[config.mk]
export PLATFORM = sky130hd
export DESIGN_NAME = gc_config
export DESIGN_NICKNAME = d
export VERILOG_FILES = /design/src/gc_pkg.sv /design/src/gc_config.sv
export SDC_FILE = /design/constraint.sdc
export NUM_CORES = 1
export LEC_CHECK = 0
export BUFFER_PORTS_ARGS = -buffer_cell sky130_fd_sc_hd__buf_2
export CAP_MARGIN = 40
export CORE_MARGIN = 2
export CORE_UTILIZATION = 46
export CTS_CLUSTER_DIAMETER = 100
export DETAILED_ROUTE_END_ITERATION = 10
export PLACE_DENSITY_LB_ADDON = 0.05
export SETUP_SLACK_MARGIN = 0.05
export SYNTH_ARGS = -nofsm -noshare
export SYNTH_HDL_FRONTEND = slang
export SYNTH_SLANG_ARGS = --single-unit
[constraint.sdc]
create_clock -name clk -period 0.9 [get_ports clk]
set_input_delay 0.18 -clock clk [delete_from_list [all_inputs] [get_ports clk]]
set_output_delay 0.18 -clock clk [all_outputs]
set_load 0.01 [all_outputs]
[src/gc_pkg.sv]
// Shared widths, stream tags, gate opcodes and config register map
// for the free-XOR garbling engine. Every design module imports it.
package gc_pkg;

	localparam int LABEL_W = 32; // One label word
	localparam int WIRE_W = 8;   // Up to 256 wires
	localparam int GATE_W = 7;   // Up to 128 gates
	localparam int MASK_IDX_W = $clog2(LABEL_W);

	// Host config register addresses
	localparam logic [1:0] CFG_INPUTS = 2'd0;
	localparam logic [1:0] CFG_GATES = 2'd1;
	localparam logic [1:0] CFG_OUTPUTS = 2'd2;

	typedef enum logic [1:0] {
		GATE_XOR = 2'd0,
		GATE_XNOR = 2'd1,
		GATE_NOT = 2'd2
	} gate_op_t;

	// Stream tags, same codes as the two-lane engine
	typedef enum logic [2:0] {
		TAG_NONE = 3'b000,
		TAG_KEYS = 3'b001,
		TAG_MASK = 3'b011,
		TAG_INPUT = 3'b101
	} tag_t;

	typedef enum logic [2:0] {
		IDLE,
		KEYS,
		INLABELS,
		GATE_FETCH,
		GATE_READ,
		GATE_WRITE,
		MASK,
		DONE
	} ctrl_state_t;

endpackage
[src/gc_config.sv]
// Size registers for the netlist: inputs, gates and outputs.
// Written by the host while the engine is not busy, read by the controller.
`timescale 1ns/10ps

module gc_config import gc_pkg::*; (
	input logic clk,
	input logic rst,
	input logic cfg_wr_en,
	input logic [1:0] cfg_addr,
	input logic [WIRE_W-1:0] cfg_data,
	input logic busy,
	output logic [WIRE_W-1:0] input_size,
	output logic [WIRE_W-1:0] gate_size,
	output logic [WIRE_W-1:0] output_size
);

	logic wr_ok;
	logic [WIRE_W:0] wire_total;

	assign wr_ok = cfg_wr_en && !busy; // Sizes frozen during a run
	assign wire_total = {1'b0, input_size} + {1'b0, gate_size};

	always_ff @(posedge clk or posedge rst) begin
		if (rst) begin
			input_size <= '0;
			gate_size <= '0;
			output_size <= '0;
		end else if (wr_ok) begin
			case (cfg_addr)
				CFG_INPUTS: input_size <= cfg_data;
				CFG_GATES: gate_size <= cfg_data;
				CFG_OUTPUTS: output_size <= cfg_data;
				default: ;
			endcase
		end
	end

	// Limits sampled on the cycle the controller leaves IDLE or DONE
	a_out_le_gates: assert property (@(posedge clk) disable iff (rst)
		$rose(busy) |-> output_size <= gate_size)
		else $error("output_size exceeds gate_size");

	a_out_le_mask: assert property (@(posedge clk) disable iff (rst)
		$rose(busy) |-> output_size <= LABEL_W)
		else $error("output_size does not fit the mask word");

	a_wires_fit: assert property (@(posedge clk) disable iff (rst)
		$rose(busy) |-> wire_total <= (1 << WIRE_W))
		else $error("input_size + gate_size exceeds wire space");

endmodule

==> run_results.csv <==
group,metric,value,unit
status,status,"complete, but fails checks",
status,violations,"setup timing",
route,drtAntennaViolNets,0,
layout,area_growth,57.8,%
power,p_leak,0.760,nW
timing,hold_viol,0,
route,drt-total-wl,2.08,mm
route,dr_total_vias,665,
placed_design,post-dp-hpwl,1.34,mm
route,wl_per_cell,14.8,µm
floorplan,core.rowCount,16,
logic_synthesis,synth_area,933,µm²
setup_path,r2r_cells,2,
placed_design,routabilityCongestion,0.746,
floorplan,dieWidth,49.0,µm
cts,clock_latency,0.30,ns
worst_hold_path,min_from,"cfg_data[5]",
logic_synthesis,synth_xor_area_share,0,%
timing,worst_slack,-0.149,ns
setup_path,worstSetupPathType,"reg2out",
setup_path,cp.arrival,0.87,ns
global_route,overflow,0,
worst_hold_path,whs_endpoint,"gate_size[5]",
logic_synthesis,synth_cells,54,
floorplan,placeableCoreArea,1940,µm²
logic_synthesis,synth_fa_ha_area_share,0,%
placed_design,io_buffers,37,
worst_hold_path,whs_path_depth,2,
logic_synthesis,yosysWarningCount,0,
setup_path,crit_cells,1,
logic_synthesis,synth-compound-area-share,0,%
cts,htreeDepth,1,
timing,slew_violations,0,
layout,antenna_cells,0,
logic_synthesis,postSynthAreaPerCell,17.3,µm²
setup_path,worstReg2RegEnd,"input_size[6]",
timing,rsz0062_at_grt,"yes",
logic_synthesis,ys_types,6,
setup_path,path_buf_inv,1,
setup_path,critPathMaxFanout,2,
layout,drive_gt1_share,77.0,%
logic_synthesis,ys_ff_latch,24,
setup_path,required,0.72,ns
logic_synthesis,synth_top_cell_area_share,64.3,%
timing,worst_slew_pin_slew,0.300,ns
logic_synthesis,syn_nets,68,
power,ir_drop,0.00145,V
cts,clkTransAtPathRegs,0.12,ns
global_route,antenna_found_initial,0,
cts,tritoncts,"built",
floorplan,start_util,48.1,%
route,drc,0,
logic_synthesis,yosysSeqAreaShare,64.3,%
cts,numClockSinks,24,
timing,final.setup_skew,0,ns
setup_path,slowest_delay,0.42,ns
setup_path,slowest_stage,"dfrtp_1",
logic_synthesis,yosysTopAreaCell,"dfrtp_1",
cts,cts_root_buf,"clkbuf_4",
global_route,grt_usage,18.9,%
setup_path,critical-path-top-delay-family,"flip-flops",
logic_synthesis,yosys-top-cells-area,"dfrtp_1, mux2_2, and4bb_2",
worst_hold_path,hp-class,"in2reg",
setup_path,timing.rr.start,"input_size[6]",
layout,final_net_count,129,
route,first_iter_violations,5,
cts,cts_buffer_depth,2,
job,drv_cap,0,
logic_synthesis,synth_top_family_by_area,"multiplexers",
global_route,grt_max_degree,25,
setup_path,ff2ff_setup_slack,0,ns
timing,slew_headroom,80.0,%
floorplan,die_area,2410,µm²
timing,setup-tns-final,-3.01,ns
timing,layout_min_cycle_time,1.05,ns
global_route,grt_first_pass_wirelength,3.33,mm
route,detail_route.vias_per_cell,4.75,
floorplan,die_height,49.0,µm
placed_design,place_ws,-0.348,ns
logic_synthesis,synth_simple_gate_area_share,5.23,%
timing,max_freq,953,MHz
setup_path,startpoint_type,"flip-flop",
power,pwr_density_cell,2040,nW/µm²
setup_path,crit_chain,"buf_2",
global_route,grt_pass1_vias,690,
timing,period_share,117,%
timing,setup_viol_count_final,24,
power,finalPower,3.00,mW
setup_path,critPathCaptureType,"output pin",
floorplan,pin_count,38,
route,drt_first_pass_iters,3,
logic_synthesis,synthMuxAreaShare,29.0,%
cts,cts_made_buffers,3,
## layer usage
| layer | up-vias | GRT usage [%] | part of all wire (%) |
|---|---|---|---|
| li1 | 310 | - | - |
| met3 | 0 | 3.99 | 4.1 |
| met4 | 0 | 7.14 | 0 |
| met1 | 336 | 22.9 | 41 |
| met5 | - | 0 | 0 |
| met2 | 19 | 33.1 | 55 |
## final cells by class
| type | instances | area (µm²) |
|---|---|---|
| Multi-Input combinational cell | 27 | 409 |
| Sequential cell | 24 | 601 |
| Inverter | 1 | 3.75 |
| Fill cell | 136 | 469 |
| Clock buffer | 3 | 22.5 |
| Timing Repair Buffer | 58 | 403 |
| Tap cell | 27 | 33.8 |
## placed cells by master (no fill, tap or decap)
cell type and n:
buf_8 1, mux2_4 24, dlygate4sd3_1 1, buf_2 35, and4bb_2 2, clkbuf_4 3, dfrtp_1 24, buf_4 9
buf_6 12, nor4b_4 1, inv_1 1
## Yosys cell counts (all sizes together)
cell     n
mux2    24
inv      1
buf      2
and4bb   2
dfrtp   24
nor4b    1
## sequential cells by signal, indices dropped and copies added, names as in the netlist
register,flops
input_size,8
gate_size,8
output_size,8
## timing repair
action | 4_1_cts | 5_1_grt
gates resized for setup | 11 | 13
endpoints found under the setup margin | 36 | 45
buffers inserted | 10 | 9
endpoints found under the hold margin | 24 | 0
pin swaps | 1 | 2
hold buffers | 1 | 0
## power by group
part | switching [mW] | internal, mW
sequential | 0.140 | 1.31
clock | 0.293 | 0.156
combinational | 0.382 | 0.717
total | 0.815 | 2.19
## worst max path at each step
stage,start,endpoint
final,input_size[4],input_size[4]
after CTS,input_size[4],input_size[4]
after floorplan,busy,input_size[0]
after detailed placement,busy,input_size[4]
after global placement,busy,input_size[7]
after global routing,gate_size[2],gate_size[2]
## metrics by stage
stage          cell area (µm²)  util, %  hold WS, ns  std cells
6_report                  1470     75.8        0.135        140
5_1_grt                   1470     75.8        0.119        140
4_1_cts                   1400     71.8        0.116        136
3_5_place_dp              1250     64.2        0.251        122
3_3_place_gp              1250     64.2        0.231        122
2_1_floorplan             1010        -        0.195         54
## cell families (layout without fill, tap and decap cells)
logic type	Yosys count	after routing
mux	24	24
flops	24	24
simple gates	3	3
buf+inv	3	62
(Power assumes the default switching activity.)
