[src/gc_pkg.sv]
// Shared widths, stream tags, gate opcodes and config register map
// for the free-XOR garbling engine. Every design module imports it.
package gc_pkg;

	localparam int LABEL_W = 32; // One label word
	localparam int WIRE_W = 8;   // Up to 256 wires
	localparam int GATE_W = 7;   // Up to 128 gates
	localparam int MASK_IDX_W = $clog2(LABEL_W);

	// Host config register addresses
	localparam logic [1:0] CFG_INPUTS = 2'd0;
	localparam logic [1:0] CFG_GATES = 2'd1;
	localparam logic [1:0] CFG_OUTPUTS = 2'd2;

	typedef enum logic [1:0] {
		GATE_XOR = 2'd0,
		GATE_XNOR = 2'd1,
		GATE_NOT = 2'd2
	} gate_op_t;

	// Stream tags, same codes as the two-lane engine
	typedef enum logic [2:0] {
		TAG_NONE = 3'b000,
		TAG_KEYS = 3'b001,
		TAG_MASK = 3'b011,
		TAG_INPUT = 3'b101
	} tag_t;

	typedef enum logic [2:0] {
		IDLE,
		KEYS,
		INLABELS,
		GATE_FETCH,
		GATE_READ,
		GATE_WRITE,
		MASK,
		DONE
	} ctrl_state_t;

endpackage
[src/netlist_store.sv]
// Gate netlist memory. The host writes one gate per cycle, the controller
// reads one gate per address with a single cycle of latency.
`timescale 1ns/10ps

module netlist_store import gc_pkg::*; (
	input logic clk,
	input logic rst,
	input logic nl_wr_en,
	input logic [GATE_W-1:0] nl_wr_addr,
	input gate_op_t nl_wr_op,
	input logic [WIRE_W-1:0] nl_wr_in0,
	input logic [WIRE_W-1:0] nl_wr_in1,
	input logic [GATE_W-1:0] gate_addr,
	output gate_op_t gate_op,
	output logic [WIRE_W-1:0] gate_in0,
	output logic [WIRE_W-1:0] gate_in1
);

	gate_op_t op_mem [2**GATE_W];
	logic [WIRE_W-1:0] in0_mem [2**GATE_W];
	logic [WIRE_W-1:0] in1_mem [2**GATE_W];

	always_ff @(posedge clk) begin
		if (nl_wr_en) begin
			op_mem[nl_wr_addr] <= nl_wr_op;
			in0_mem[nl_wr_addr] <= nl_wr_in0;
			in1_mem[nl_wr_addr] <= nl_wr_in1;
		end
	end

	// Registered read, held while gate_addr is stable
	always_ff @(posedge clk or posedge rst) begin
		if (rst) begin
			gate_op <= GATE_XOR;
			gate_in0 <= '0;
			gate_in1 <= '0;
		end else begin
			gate_op <= op_mem[gate_addr];
			gate_in0 <= in0_mem[gate_addr];
			gate_in1 <= in1_mem[gate_addr];
		end
	end

endmodule

[config.mk]
export PLATFORM = sky130hd
export DESIGN_NAME = netlist_store
export DESIGN_NICKNAME = d
export VERILOG_FILES = /design/src/gc_pkg.sv /design/src/netlist_store.sv
export SDC_FILE = /design/constraint.sdc
export NUM_CORES = 2
export LEC_CHECK = 0
export BUFFER_PORTS_ARGS = -buffer_cell sky130_fd_sc_hd__buf_2
export CORE_ASPECT_RATIO = 0.8
export CORE_UTILIZATION = 45
export CTS_CLUSTER_SIZE = 14
export DETAILED_ROUTE_END_ITERATION = 8
export HOLD_SLACK_MARGIN = 0.06
export PLACE_DENSITY = 0.68
export SLEW_MARGIN = 15
export SYNTH_ARGS = -nofsm -noshare
export SYNTH_HDL_FRONTEND = slang
export SYNTH_SLANG_ARGS = --single-unit
export TNS_END_PERCENT = 10
[constraint.sdc]
create_clock -name clk -period 2.55 [get_ports clk]
set_input_delay 0.1275 -clock clk [delete_from_list [all_inputs] [get_ports clk]]
set_output_delay 0.1275 -clock clk [all_outputs]
set_load 0.005 [all_outputs]
==> results.tsv <==
stage	metric	value	unit
worst_setup_path	reg2regPathDepth	4	
worst_setup_path	r2r-start	in1_mem[66][6]	
timing	fmax	395	MHz
floorplanning	dieArea	198000	µm²
floorplanning	rows	145	
min_path	hold_path_class	input port to flop	
timing	rsz0062_at_grt	false	
final_layout	area_delta_synth_final	16.6	%
detailed_routing	vias	41100	
logic_synthesis	syn_avg_cell_area	25.6	µm²
cts	cts_made_buffers	207	
cts	insertion_delay	0.85	ns
timing	finalHoldViolations	0	
floorplanning	chipHeight	398	µm
timing	skew	0.0252	ns
worst_setup_path	r2r-end	gate_in1[6]	
cts	clkSlewWorstSetupHoldPaths	0.07	ns
min_path	hold_path_end	in1_mem[97][2]	
logic_synthesis	ys_ff_latch	2322	
cts	clockBufferDepth	3	
worst_setup_path	required	3.28	ns
worst_setup_path	end_kind	flop	
cts	cts_setup_buffers	0	
final_layout	register_area	69600	µm²
job	cap_violations	0	
final_layout	final_area	103000	µm²
timing	worstMarginPinSlew	0.918	ns
detailed_routing	drc	0	
logic_synthesis	yosysWarnings	0	
logic_synthesis	synth-edff-count	2304	
logic_synthesis	synth_top_cell_by_area	edfxtp_1	
logic_synthesis	synth-seq-area-share	78.8	%
logic_synthesis	synth_ff_type	edfxtp_1	
timing	setup_viol	0	
grt	grt_usage	22.6	%
logic_synthesis	mappedNetlistNets	3483	
final_layout	final_common_cell	edfxtp_1	
logic_synthesis	syn_area	88300	µm²
worst_setup_path	path_common_cell	mux4_2	
cts	ctsHtreeMaxLevel	4	
detailed_routing	drt_pass1_iterations	7	
detailed_routing	vias_per_cell	6.16	
grt	antenna_found_initial	18	
grt	grt.overflow.total	0	
worst_setup_path	cpPeakStageDelay	0.68	ns
placed_design	gp_congestion	0.803	
timing	finalSetupTns	0	ns
worst_setup_path	cpMaxStageDelayCell	mux4_2	
placed_design	dp_hpwl	134000	µm
logic_synthesis	synth.area.top_cells	edfxtp_1 (78%), mux4_2 (19%), nor2_1 (0.54%)	
pwr	p_leak	31.9	nW
timing	relSlewSlack	38.8	%
outcome	outcome	completed	
worst_setup_path	critPathKind	flop to flop	
cts	cts.sinks	2322	
placed_design	dp.cells	6270	
logic_synthesis	async_flop_share	0.775	%
cts	root_buffer	clkbuf_16	
worst_setup_path	ff2ff_setup_slack	0.02	ns
worst_setup_path	crit_chain	mux4_2, mux4_2, mux4_2, mux2_2	
detailed_routing	drt_wl_total	222000	µm
floorplanning	design.core.area	195000	µm²
floorplanning	die_x	497	µm
min_path	holdCritStartpoint	nl_wr_in1[2]	
pwr	power.total	0.0762	W
floorplanning	start_util	45.2	%
timing	finalMaxSlewViolations	0	
grt	grt_max_degree	129	
worst_setup_path	cp_max_fo	2	
final_layout	post-route-util	52.7	%
cts	tritoncts	built	
timing	post-route-period-util	99.3	%
final_layout	fillers	14400	
detailed_routing	drt.antenna.violating_nets	0	
pwr	ir_drop	0.786	mV
pwr	power_density	740	nW/µm²
logic_synthesis	syn-instance-count	3448	
detailed_routing	drt_iter0_markers	6112	
placed_design	dpl-instance-area	96400	µm²
final_layout	drive_gt1_share	39.0	%
detailed_routing	routedWlPerCell	33.3	µm
final_layout	final_cell_mix	edfxtp_1 (2304), mux4_2 (756), buf_4 (229)	
logic_synthesis	yosysUniqueCellTypes	19	
logic_synthesis	synth_top_area_share	78.3	%
placed_design	io_buffers	52	
final_layout	final_cells	6674	
timing	fin_crit	2.53	ns
final_layout	fin_nets	3969	
floorplanning	boundaryPins	53	
worst_setup_path	startpoint_type	flop	
grt	grt_pass1_wl	313000	µm
worst_setup_path	cp.arrival	3.26	ns
grt	grt_pass1_vias	40500	
min_path	holdPathStages	2	
final_layout	multi_input_area	18300	µm²
[flip-flops by register name (all words and copies together), names as in the netlist]
| name | cells |
|---|---|
| gate_in0 | 8 |
| gate_in1 | 8 |
| gate_op | 2 |
| in0_mem | 1024 |
| in1_mem | 1024 |
| op_mem | 256 |
[cell type report]
cell class | instances | share of cell area (%)
Tap cell | 2572 | 3.13
Sequential cell | 2322 | 67.6
Inverter | 1 | 0.00365
Antenna cell | 7 | 0.0170
Timing Repair Buffer | 459 | 5.42
Multi-Input combinational cell | 943 | 17.7
Clock buffer | 270 | 5.30
Clock inverter | 100 | 0.768
[worst max-delay path: cells and delay by family, from the launching register on]
kind          cells  cell delay [ns]
flip-flops        1             0.37
multiplexers      4             2.03
[timing repair]
action                                 in CTS  in global routing
gates resized for setup                     0                  0
hold buffers                               27                  0
endpoints found under the hold margin    1602                  0
[Yosys cell counts (all sizes together), types with 3 or more instances]
| library cell | n |
|---|---|
| buf | 89 |
| clkbuf | 93 |
| dfrtp | 18 |
| edfxtp | 2304 |
| mux2 | 18 |
| mux4 | 756 |
| nand2 | 13 |
| nand2b | 3 |
| nand3 | 10 |
| nor2 | 127 |
| nor2b | 7 |
| nor3 | 4 |
[stage by stage]
step	hold slack [ns]	setup slack [ns]
floorplan	0.0661	0.0108
global placement	0.271	-0.551
detailed placement	0.275	-0.579
CTS	0.0615	0.0382
global route	0.0957	0.0291
finish	0.109	0.0173
[worst max-delay path by stage]
| stage | start | depth (start not counted) | endpoint |
|---|---|---|---|
| 2_1_floorplan | gate_addr[0] | 7 | gate_in0[0] |
| 3_3_place_gp | gate_addr[0] | 8 | gate_in1[7] |
| 3_5_place_dp | gate_addr[0] | 8 | gate_in1[7] |
| 4_1_cts | in1_mem[79][7] | 4 | gate_in1[7] |
| 5_1_grt | in1_mem[117][6] | 4 | gate_in1[6] |
| 6_report | in1_mem[66][6] | 4 | gate_in1[6] |
[cell families (layout without fill, tap and decap cells)]
group                  count (synthesis)  after routing  synth area share [%]
buffers and inverters                183            830                 0.871
flip-flops                          2322           2322                  78.8
multiplexers                         774            774                  19.5
other                                  0              7                     0
AND/OR/NAND/NOR                      169            169                 0.786
[per-layer routing]
metal / GRT usage, % / vias to the layer above / share of wire, %
li1: - / 16100 / -
met1: 34.2 / 22400 / 41
met2: 33.6 / 2393 / 45
met3: 5.45 / 246 / 12
met4: 4.85 / 4 / 1.9
met5: 0 / - / 0.0094
[power by group]
| group | internal [W] | switching, W |
|---|---|---|
| Clock | 0.0160 | 0.0136 |
| Combinational | 0.00188 | 0.00253 |
| Sequential | 0.0421 | 0.000120 |
Power figures use the tool's default switching activity.
