<file path="config.mk">
export PLATFORM = sky130hd
export DESIGN_NAME = label_gen
export DESIGN_NICKNAME = d
export VERILOG_FILES = /design/src/gc_pkg.sv /design/src/label_gen.sv
export SDC_FILE = /design/constraint.sdc
export NUM_CORES = 1
export LEC_CHECK = 0
export ABC_AREA = 1
export BUFFER_PORTS_ARGS = -buffer_cell sky130_fd_sc_hd__buf_2
export CELL_PAD_IN_SITES_DETAIL_PLACEMENT = 1
export CELL_PAD_IN_SITES_GLOBAL_PLACEMENT = 2
export CORE_UTILIZATION = 27
export CTS_BUF_LIST = sky130_fd_sc_hd__clkbuf_16
export CTS_CLUSTER_SIZE = 30
export DETAILED_ROUTE_END_ITERATION = 12
export PLACE_DENSITY = 0.88
export SLEW_MARGIN = 10
export SYNTH_ARGS = -nofsm -noshare
export SYNTH_HDL_FRONTEND = slang
export SYNTH_SLANG_ARGS = --single-unit
</file>
<file path="constraint.sdc">
create_clock -name clk -period 1.73 [get_ports clk]
set_input_delay 0.346 -clock clk [delete_from_list [all_inputs] [get_ports clk]]
set_output_delay 0.346 -clock clk [all_outputs]
set_load 0.01 [all_outputs]
</file>
<file path="src/gc_pkg.sv">
// Shared widths, stream tags, gate opcodes and config register map
// for the free-XOR garbling engine. Every design module imports it.
package gc_pkg;

	localparam int LABEL_W = 32; // One label word
	localparam int WIRE_W = 8;   // Up to 256 wires
	localparam int GATE_W = 7;   // Up to 128 gates
	localparam int MASK_IDX_W = $clog2(LABEL_W);

	// Host config register addresses
	localparam logic [1:0] CFG_INPUTS = 2'd0;
	localparam logic [1:0] CFG_GATES = 2'd1;
	localparam logic [1:0] CFG_OUTPUTS = 2'd2;

	typedef enum logic [1:0] {
		GATE_XOR = 2'd0,
		GATE_XNOR = 2'd1,
		GATE_NOT = 2'd2
	} gate_op_t;

	// Stream tags, same codes as the two-lane engine
	typedef enum logic [2:0] {
		TAG_NONE = 3'b000,
		TAG_KEYS = 3'b001,
		TAG_MASK = 3'b011,
		TAG_INPUT = 3'b101
	} tag_t;

	typedef enum logic [2:0] {
		IDLE,
		KEYS,
		INLABELS,
		GATE_FETCH,
		GATE_READ,
		GATE_WRITE,
		MASK,
		DONE
	} ctrl_state_t;

endpackage
</file>
<file path="src/label_gen.sv">
// Xorshift32 label source. Load a seed, then each advance moves the state
// to the word shown on gen_word in that same cycle.
`timescale 1ns/10ps

module label_gen import gc_pkg::*; (
	input logic clk,
	input logic rst,
	input logic gen_load,
	input logic [LABEL_W-1:0] seed,
	input logic gen_adv,
	output logic [LABEL_W-1:0] gen_word
);

	logic [LABEL_W-1:0] xs_state;
	logic [LABEL_W-1:0] step1, step2;

	always_comb begin
		step1 = xs_state ^ (xs_state << 13);
		step2 = step1 ^ (step1 >> 17);
		gen_word = step2 ^ (step2 << 5); // Next state, used this cycle
	end

	always_ff @(posedge clk or posedge rst) begin
		if (rst)
			xs_state <= '0;
		else if (gen_load)
			xs_state <= seed;
		else if (gen_adv)
			xs_state <= gen_word;
	end

	// A zero state would lock the generator at zero
	a_seed_nonzero: assert property (@(posedge clk) disable iff (rst)
		gen_load |=> xs_state != '0)
		else $error("label generator loaded with a zero state");

endmodule

</file>
==> results.py <==
metrics = {
    "synth": {
        "distinct_cell_type_count_of_the_synthesized_netlist": 18,
        "synthesis.area_per_instance_um2": 6.30,
        "cell_count_after_synthesis": 391,
        "synth_fp_nets": 427,
        "yosys_warnings": 0,
        "postSynthRegisterBits": 32,
        "synthesis.area_mm2": 0.00246,
        "ys_seq_area_share_pct": 32.5,
    },
    "worst_hold_path": {
        "worst_hold_path_type": "primary input to async pin",
    },
    "critical_path": {
        "setup.worst_path.start": "xs_state[25]",
        "cp_common_cell": "sky130_fd_sc_hd__nand2_2",
        "critPathCaptureType": "primary output",
        "timing.reg2reg.setup_slack_ps": 360,
        "crit_arrival_ps": 1510,
        "critical_path.max_stage_delay_ps": 400,
        "data_required_critical_path_ps": 1380,
        "rr_startpoint": "xs_state[14]",
        "element_type_at_the_critical_path_start": "register",
        "r2r.worst_path.cells": 10,
        "crit_path_cell_trace": "buf_4 -> nand2_1 -> nand2_2 -> nand2_2 -> nand2_4 -> nand3_2 -> and2_4 -> buf_6",
        "timing.setup.critical_path_class": "register to primary output",
        "cpMaxStageDelayCell": "sky130_fd_sc_hd__dfrtp_1",
        "worstPathMaxFanout": 3,
        "worst_r2r_endpoint": "xs_state[10]",
    },
    "drt": {
        "drt_iter0_drc": 108,
        "drt_wl_total_um": 10500,
        "route.detailed.wl_per_inst_um": 16.8,
        "vias_per_cell": 4.88,
        "via_count": 3049,
        "detail_route.first_pass.iterations": 4,
        "antenna_violating_nets_post_route": 0,
        "drcViolationCount": 0,
    },
    "floorplan": {
        "initial_utilization_pct": 28.1,
        "die_area_mm2": 0.00951,
        "core.rowCount": 34,
        "pin_count": 68,
        "core_area_mm2": 0.00876,
        "die_w_um": 97.5,
        "die-height_um": 97.5,
    },
    "clock_network": {
        "hold_buffers": 0,
        "cts.reportedPaths.clkPinSlew_ps": 60,
        "cts_tree": "yes",
        "clk_latency_ps": 280,
        "cts_inserted_buffers": 5,
        "clockBufferDepth": 2,
        "ctsHtreeMaxLevel": 2,
        "tritoncts_num_sinks": 32,
        "clock_tree.root_cell": "sky130_fd_sc_hd__clkbuf_16",
    },
    "placement": {
        "routabilityCongestion": 0.781,
        "dpl_worst_slack_ps": 107,
        "placed_area_mm2": 0.00294,
        "io_buffers": 67,
        "dp.final_hpwl_um": 6300,
        "dp_cells": 563,
    },
    "sta": {
        "clock.fmax_mhz": 540,
        "setup_viol": 22,
        "max_slew.worst_pin.slew_ps": 485,
        "timing.max_slew.rel_slack_pct": 67.7,
        "slew_viol_final": 0,
        "fin_worst_skew_ps": 3.30,
        "post_route_setup_tns_ps": -1190,
        "timing.final.crit_share_pct": 107,
        "layout_setup_ws_ps": -122,
        "number_of_hold_violations_in_the_final_report": 0,
        "grt_setup_unrepaired": "true",
        "finalCriticalPeriod_ps": 1850,
        "timing.hold.ws_ps": 174,
    },
    "final_layout": {
        "post_layout_nonfiller_instances": 625,
        "postLayoutCoreUtil_pct": 48.3,
        "largest_register_ff_count": 32,
        "syn_to_final_growth_pct": 71.9,
        "layout.cell_area.non_filler_mm2": 0.00423,
        "antenna-diode-count": 0,
        "leading_cell_types_in_the_layout_fill_and_taps_excluded": "106 x sky130_fd_sc_hd__nand2_1, 76 x sky130_fd_sc_hd__nand2_2, 51 x sky130_fd_sc_hd__buf_2",
        "top_register": "xs_state",
        "reg_top3": "xs_state: 32 flops",
        "final_common_cell": "sky130_fd_sc_hd__nand2_1",
        "nets_finish": 553,
        "post_route_cells_drive_above_1_share_pct": 62.9,
        "final-seq-area_um2": 818,
        "multi_input_comb_area_mm2": 0.00200,
        "final.fill_count": 1095,
    },
    "global_route": {
        "grt_max_degree": 33,
        "global_route.usage.total_pct": 20.5,
        "overflow": 0,
        "grt_pass1_vias": 3180,
        "grt_first_pass_wirelength_um": 15700,
        "antenna_found_initial": 0,
    },
    "outcome": {
        "failing_checks": "negative setup slack",
        "status": "finished with violations",
    },
    "power_and_ir_drop": {
        "irDropWorstVdd_uv": 542,
        "report.power.total_mw": 5.85,
        "power.density_cell_area_mw_per_mm2": 1380,
        "p_leak_nw": 2.19,
    },
    "flow_run": {
        "cap_violations": 0,
    },
}
## layer usage
layer	GRT usage, %	vias up	part of all wire [%]
li1	-	1472	-
met1	25.6	1483	41
met2	36.4	78	53
met3	3.31	16	4.2
met4	5.20	0	1.7
met5	0	-	0
## worst max-delay path: cells and delay by family (launching register included)
family,cells,cell delay (ps)
buf+inv,2,260
flops,1,400
simple gates,6,580
## layout make-up
class / instances / share of cell area (%)
multi-input cells: 301 / 47.3
repair buffers: 128 / 22.3
flip-flops and latches: 32 / 19.3
inverters: 49 / 4.70
well taps: 108 / 3.19
clock buffers: 5 / 2.96
clock inverters: 2 / 0.207
## synth_stat cells
library cell               instances  area [um^2]
sky130_fd_sc_hd__a22oi_1          26          195
sky130_fd_sc_hd__and2_1            9         56.3
sky130_fd_sc_hd__buf_2             4         20.0
sky130_fd_sc_hd__buf_4             3         22.5
sky130_fd_sc_hd__clkbuf_1          2         7.51
sky130_fd_sc_hd__dfrtp_1          32          801
sky130_fd_sc_hd__inv_1            33          124
sky130_fd_sc_hd__inv_2            16         60.1
sky130_fd_sc_hd__nand2_1         187          702
sky130_fd_sc_hd__nand2_2          16          100
sky130_fd_sc_hd__nand3_1          33          165
sky130_fd_sc_hd__nand3_2           1         10.0
sky130_fd_sc_hd__nor2_1            6         22.5
sky130_fd_sc_hd__nor2_4            2         22.5
sky130_fd_sc_hd__o21ai_0           3         15.0
sky130_fd_sc_hd__o21ai_1           5         25.0
sky130_fd_sc_hd__xnor2_1          10         87.6
sky130_fd_sc_hd__xor2_1            3         26.3
## power breakdown
part | internal [mW] | switching [mW] | leakage (nW)
combinational | 1.84 | 2.03 | 1.75
sequential | 0.899 | 0.219 | 0.371
clock | 0.518 | 0.343 | 0.0709
total | 3.26 | 2.59 | 2.19
## worst max path at each step
| stage | cells after the start | slack (ps) | to |
|---|---|---|---|
| floorplan | 7 | 350 | gen_word[14] |
| global placement | 8 | 120 | gen_word[6] |
| detailed placement | 8 | 110 | gen_word[14] |
| CTS | 7 | -90 | gen_word[18] |
| global route | 8 | -190 | gen_word[13] |
| finish | 8 | -120 | gen_word[13] |
## cell families (layout without fill, tap and decap cells)
family | Yosys count | count (layout) | share of synthesized area, %
flip-flops | 32 | 32 | 32.5
XOR/XNOR | 13 | 13 | 4.62
AO/OA/AOI/OAI | 34 | 34 | 9.55
buffers and inverters | 58 | 184 | 9.50
AND/OR/NAND/NOR | 254 | 254 | 43.8
## what timing repair did
action,in CTS,in global routing
hold endpoints to repair,0,0
resized for setup,106,114
buffers inserted,36,19
pin swaps,40,54
endpoints found under the setup margin,24,30
No activity file was read; power rests on OpenSTA's default activity.
