--- src/gc_pkg.sv ---
// Shared widths, stream tags, gate opcodes and config register map
// for the free-XOR garbling engine. Every design module imports it.
package gc_pkg;

	localparam int LABEL_W = 32; // One label word
	localparam int WIRE_W = 8;   // Up to 256 wires
	localparam int GATE_W = 7;   // Up to 128 gates
	localparam int MASK_IDX_W = $clog2(LABEL_W);

	// Host config register addresses
	localparam logic [1:0] CFG_INPUTS = 2'd0;
	localparam logic [1:0] CFG_GATES = 2'd1;
	localparam logic [1:0] CFG_OUTPUTS = 2'd2;

	typedef enum logic [1:0] {
		GATE_XOR = 2'd0,
		GATE_XNOR = 2'd1,
		GATE_NOT = 2'd2
	} gate_op_t;

	// Stream tags, same codes as the two-lane engine
	typedef enum logic [2:0] {
		TAG_NONE = 3'b000,
		TAG_KEYS = 3'b001,
		TAG_MASK = 3'b011,
		TAG_INPUT = 3'b101
	} tag_t;

	typedef enum logic [2:0] {
		IDLE,
		KEYS,
		INLABELS,
		GATE_FETCH,
		GATE_READ,
		GATE_WRITE,
		MASK,
		DONE
	} ctrl_state_t;

endpackage
--- src/garble_ctrl.sv ---
// Garbling sequencer: emits R, generates input labels, walks the gates with
// free XOR and collects the output mask. One gate every three cycles.
`timescale 1ns/10ps

module garble_ctrl import gc_pkg::*; (
	input logic clk,
	input logic rst,
	input logic start,
	input logic [WIRE_W-1:0] input_size,
	input logic [WIRE_W-1:0] gate_size,
	input logic [WIRE_W-1:0] output_size,
	output logic gen_load,
	output logic gen_adv,
	input logic [LABEL_W-1:0] gen_word,
	output logic [GATE_W-1:0] gate_addr,
	input gate_op_t gate_op,
	input logic [WIRE_W-1:0] gate_in0,
	input logic [WIRE_W-1:0] gate_in1,
	output logic [WIRE_W-1:0] rd_addr0,
	output logic [WIRE_W-1:0] rd_addr1,
	input logic [LABEL_W-1:0] rd_data0,
	input logic [LABEL_W-1:0] rd_data1,
	output logic wr_en,
	output logic [WIRE_W-1:0] wr_addr,
	output logic [LABEL_W-1:0] wr_data,
	output logic busy,
	output tag_t tag,
	output logic [WIRE_W-1:0] index,
	output logic [LABEL_W-1:0] data
);

	ctrl_state_t state, state_nxt;
	logic accept;
	logic [LABEL_W-1:0] r_key;     // Global offset
	logic [LABEL_W-1:0] r_new;
	logic [LABEL_W-1:0] gate_label;
	logic [LABEL_W-1:0] mask;
	logic [WIRE_W-1:0] wire_cnt;   // Next wire to be labelled
	logic [WIRE_W-1:0] gate_cnt;
	logic [WIRE_W-1:0] first_out;
	logic [WIRE_W-1:0] out_idx;
	logic is_out, last_input, last_gate;

	assign busy = !(state == IDLE || state == DONE);
	assign accept = start && !busy;
	assign gen_load = accept;
	assign gen_adv = (state == KEYS) || (state == INLABELS);
	assign r_new = {gen_word[LABEL_W-1:1], 1'b1}; // Point-and-permute bit

	assign gate_addr = gate_cnt[GATE_W-1:0];
	assign rd_addr0 = gate_in0; // Operands valid in GATE_READ
	assign rd_addr1 = gate_in1;

	// Outputs are the last output_size gate wires
	assign first_out = gate_size - output_size;
	assign out_idx = gate_cnt - first_out;
	assign is_out = gate_cnt >= first_out;
	assign last_input = wire_cnt == input_size - 1'b1;
	assign last_gate = gate_cnt == gate_size - 1'b1;

	always_comb begin
		case (gate_op)
			GATE_XNOR: gate_label = rd_data0 ^ rd_data1 ^ r_key;
			GATE_NOT: gate_label = rd_data0 ^ r_key;
			default: gate_label = rd_data0 ^ rd_data1;
		endcase
	end

	// Input labels and gate labels share the running wire counter
	assign wr_en = (state == INLABELS) || (state == GATE_WRITE);
	assign wr_addr = wire_cnt;
	assign wr_data = (state == INLABELS) ? gen_word : gate_label;

	always_comb begin
		state_nxt = state;
		case (state)
			IDLE, DONE: if (accept) state_nxt = KEYS;
			KEYS: begin
				if (input_size != '0)
					state_nxt = INLABELS;
				else if (gate_size != '0)
					state_nxt = GATE_FETCH;
				else
					state_nxt = MASK;
			end
			INLABELS: begin
				if (last_input)
					state_nxt = (gate_size != '0) ? GATE_FETCH : MASK;
			end
			GATE_FETCH: state_nxt = GATE_READ;
			GATE_READ: state_nxt = GATE_WRITE;
			GATE_WRITE: state_nxt = last_gate ? MASK : GATE_FETCH;
			MASK: state_nxt = DONE;
			default: state_nxt = IDLE;
		endcase
	end

	always_ff @(posedge clk or posedge rst) begin
		if (rst) begin
			state <= IDLE;
			r_key <= '0;
			wire_cnt <= '0;
			gate_cnt <= '0;
			mask <= '0;
		end else begin
			state <= state_nxt;
			if (accept) begin
				wire_cnt <= '0;
				gate_cnt <= '0;
				mask <= '0;
			end
			if (state == KEYS)
				r_key <= r_new;
			if (wr_en)
				wire_cnt <= wire_cnt + 1'b1;
			if (state == GATE_WRITE) begin
				gate_cnt <= gate_cnt + 1'b1;
				if (is_out)
					mask[out_idx[MASK_IDX_W-1:0]] <= gate_label[0];
			end
		end
	end

	// Registered stream port
	always_ff @(posedge clk or posedge rst) begin
		if (rst) begin
			tag <= TAG_NONE;
			index <= '0;
			data <= '0;
		end else begin
			tag <= TAG_NONE;
			case (state)
				KEYS: begin
					tag <= TAG_KEYS;
					index <= '0;
					data <= r_new;
				end
				INLABELS: begin
					tag <= TAG_INPUT;
					index <= wire_cnt;
					data <= gen_word;
				end
				MASK: begin
					tag <= TAG_MASK;
					index <= '0;
					data <= mask;
				end
				default: ;
			endcase
		end
	end

	// Only the mask word may appear once busy has dropped
	a_quiet_when_idle: assert property (@(posedge clk) disable iff (rst)
		!busy && $past(state) != MASK |-> tag == TAG_NONE)
		else $error("stream word emitted while idle");

	// A NOT label must flip the permute bit of its input, which needs R[0] set
	a_r_lsb: assert property (@(posedge clk) disable iff (rst)
		state == GATE_WRITE && gate_op == GATE_NOT |-> gate_label[0] != rd_data0[0])
		else $error("R lowest bit is not set");

endmodule

--- config.mk ---
export PLATFORM = sky130hd
export DESIGN_NAME = garble_ctrl
export DESIGN_NICKNAME = d
export VERILOG_FILES = /design/src/gc_pkg.sv /design/src/garble_ctrl.sv
export SDC_FILE = /design/constraint.sdc
export NUM_CORES = 1
export LEC_CHECK = 0
export ABC_AREA = 0
export BUFFER_PORTS_ARGS = -buffer_cell sky130_fd_sc_hd__buf_2
export CORE_MARGIN = 1
export CORE_UTILIZATION = 57
export CTS_CLUSTER_DIAMETER = 80
export DETAILED_ROUTE_END_ITERATION = 16
export HOLD_SLACK_MARGIN = 0.06
export PLACE_DENSITY = 0.85
export SLEW_MARGIN = 20
export SYNTH_ARGS = -nofsm -noshare
export SYNTH_HDL_FRONTEND = slang
export SYNTH_SLANG_ARGS = --single-unit
--- constraint.sdc ---
create_clock -name clk -period 9.7 [get_ports clk]
set_clock_uncertainty 0.2 [all_clocks]
set_input_delay 2.91 -clock clk [delete_from_list [all_inputs] [get_ports clk]]
set_output_delay 2.91 -clock clk [all_outputs]
set_load 0.05 [all_outputs]
==> metrics.csv <==
metric,value,unit
CP max stage delay,0.41,ns
Combinational Power Share,57.1,%
type of the worst setup path,in2out,
Critical Path AT,5.16,ns
hold-fix buffer count after cts,0,
Die H,122.0,um
net switching power,0.001811,W
Tcrit/Tclk final,85.23,%
Total Die Area,0.01488,mm^2
DRC viols,0,
Yosys top cell area share,38.43,%
core region area,0.01393,mm^2
met1 Usage GRT,40.24,%
RR Startpoint,gate_cnt[0],
Async SR Flop Fraction,100.0,%
global route overflow,0,
"top cells by count, synth","nand2_1 (127), dfrtp_1 (126), a21oi_1 (77), nor2_1 (61), clkbuf_1 (52)",
worst reg2reg endpoint,mask[22],
initial DRC count,611,
input/output buffers,218,
share of cells above drive strength 1,25.73,%
fin util,70.72,%
dominant synthesized flop cell,dfrtp_1,
worst path cell trace,buf_2 > inv_1 > ha_1 > buf_4 > nand2b_1 > buf_4 > a21oi_1 > a311oi_1 > xnor2_1 > a21oi_1 > buf_2,
HPWL after DPL,15.33,mm
PostCTS Resize Cnt,0,
CTS max path bufs,2,
IO Count,251,
starting density of the core,58.88,%
Clock Pin Slew Worst Setup and Hold Paths,0.05,ns
DR vias/cell,6.142,
final setup fails,0,
VDD IR max,0.0001744,V
RSZ-0062 raised after global routing,no,
Crit path required time,6.59,ns
Yosys warning total,0,
Static Leak,4.600,nW
Area contributors post-synth,"dfrtp_1 (38%), nand2_1 (5.8%), a21oi_1 (4.7%)",
Layout area overhead,20.12,%
Max-slew headroom,40.40,%
Die Width,122.0,um
Post-Place Setup Slack,1.516,ns
Max-Cap Viols,0,
GPL Wtd Cong,0.8539,
largest net degree at the start of global routing,69,
"Seq/Total Area, Yosys",38.43,%
Hold Crit Depth,2,
"Hold Vio Cnt, Final",0,
syn_area_per_cell,8.918,um^2
nets,1251,
Routed WL,22.59,mm
GRT met2 Usage,50.64,%
TritonCTS buffer count,17,
number of synthesized flops with an enable pin,0,
Total GRT Usage,30.64,%
worst-path fanout max,35,
H-tree depth,4,
Final Slew Violations,0,
worst slew pin tran,0.8941,ns
hold_sp,r_key[2],
Hold EP,r_key[2],
via count,7843,
Post-Route Setup TNS,0,ns
clock power share,19.2,%
Syn Nets,1088,
First-pass DRT Iterations,7,
PD cells,354.5,mW/mm^2
initial antenna violation count,0,
WL/cell,17.69,um
Pint,0.001682,W
worst min path class,reg2reg,
Worst R2R Path Depth,5,
Routed Antenna Nets,0,
clk root buf,clkbuf_16,
CTS tree,done,
cell with the most instances after synthesis,nand2_1,
Synth Register Bits,126,
Yosys top cell by area,dfrtp_1,
status,completed,
switching share of power,51.85,%
slack of the worst reg-to-reg path,6.17,ns
final worst slack,1.433,ns
grt met3 use,4.494,%
Worst setup EP type,output port,
Critical-path top delay cell,a311oi_1,
Post-Synthesis Cell Area,0.008204,mm^2
Sequential Power Share,23.7,%
Rows,43,
global-route wire length before repair,35.89,mm
# Post-CTS Setup Buffers,0,
Num Clock Sinks,126,
maximum clock rate,121.0,MHz
crit path launch type,input pin,
number of global-route vias before repair,7288,
Final Critical Period,8.267,ns
busiest layer in global routing,met2,
"Distinct cells, synth",65,
worst skew pair latency,0.41,ns
Synth Instances,920,
-- power groups by stage --
stage               sequential [W]  clock, W  combinational [W]
floorplan                  0.00111         0            0.00126
global placement          0.000827         0            0.00194
detailed placement        0.000831         0            0.00198
CTS                       0.000825  0.000675            0.00199
global route              0.000849  0.000701            0.00214
finish                    0.000829  0.000669            0.00199
-- layout by cell type (no fill, tap or decap), types with 4 or more instances in the layout --
cell,instances
o21ai_0,26
inv_1,28
a221o_1,28
nor3b_1,31
o41ai_1,25
buf_4,11
mux2i_1,11
nand2_1,127
a311oi_1,31
nor2b_1,35
nand3_1,11
xnor2_1,43
nor4_1,8
dfrtp_1,126
clkbuf_16,17
a22o_1,8
o311ai_0,24
or3_1,4
a21oi_1,77
nor3_1,7
ha_1,24
nand2b_1,11
inv_6,4
nor2_1,60
xor2_1,17
buf_2,218
o31ai_1,4
a31oi_1,4
-- cell type report --
class                           count  area [um^2]
Inverter                           31        121.4
Antenna cell                        1        2.502
Tap cell                          180        225.2
Timing Repair Buffer              229         1174
Clock inverter                     11        153.9
Clock buffer                       21        470.5
Fill cell                        1077         4080
Multi-Input combinational cell    678         4554
Sequential cell                   126         3153
-- through the flow --
| stage | hold WS, ns | total power [W] | instance area, um^2 | std cells |
|---|---|---|---|---|
| finish | 0.3030 | 0.003493 | 9854 | 1277 |
| global route | 0.3297 | 0.003691 | 9852 | 1276 |
| CTS | 0.3017 | 0.003493 | 9851 | 1276 |
| detailed placement | 0.2878 | 0.002811 | 9226 | 1244 |
| global placement | 0.2814 | 0.002764 | 9221 | 1244 |
| floorplan | 0.2582 | 0.002366 | 8204 | 920 |
-- worst max-delay path, delay by kind of cell --
| kind | cells | cell delay [ns] |
|---|---|---|
| simple gates | 1 | 0.15 |
| compound gates | 3 | 0.70 |
| buf+inv | 5 | 1.01 |
| xor+xnor | 1 | 0.12 |
| fa+ha+maj | 1 | 0.26 |
-- sequential cells by signal, summed over array words and instances, names as in the netlist --
register,flops
data,32
gate_cnt,8
index,8
mask,32
r_key,32
state,3
tag,3
wr_addr,8
-- kinds of logic after synthesis --
family / after synthesis / synth area share [%]
multiplexers: 16 / 2.120
AND/OR/NAND/NOR: 318 / 19.19
adder cells (fa/ha/maj): 27 / 4.301
AO/OA/AOI/OAI: 256 / 23.04
buffers and inverters: 116 / 6.405
flip-flops: 126 / 38.43
XOR/XNOR: 61 / 6.512
-- how the worst max path moves through the flow --
stage          startpoint           to  slack [ns]  cells past startpoint
2_1_floorplan  gate_op[0]  wr_data[10]        1.60                      8
3_3_place_gp   gate_op[0]   wr_data[0]        1.22                      9
3_5_place_dp   gate_op[0]  wr_data[20]        1.52                     11
4_1_cts        gate_op[0]  wr_data[20]        1.51                     11
5_1_grt        gate_op[0]  wr_data[20]        1.31                     11
6_report       gate_op[0]  wr_data[28]        1.43                     11
-- routing by layer --
metal | part of all wire [%] | routed length [um] | up-vias
li1 | - | - | 3691
met1 | 43 | 9705 | 3768
met2 | 49 | 10970 | 340
met3 | 6.3 | 1422 | 44
met4 | 2.2 | 488 | 0
met5 | 0 | 0 | -
No activity file was read; power rests on OpenSTA's default activity.
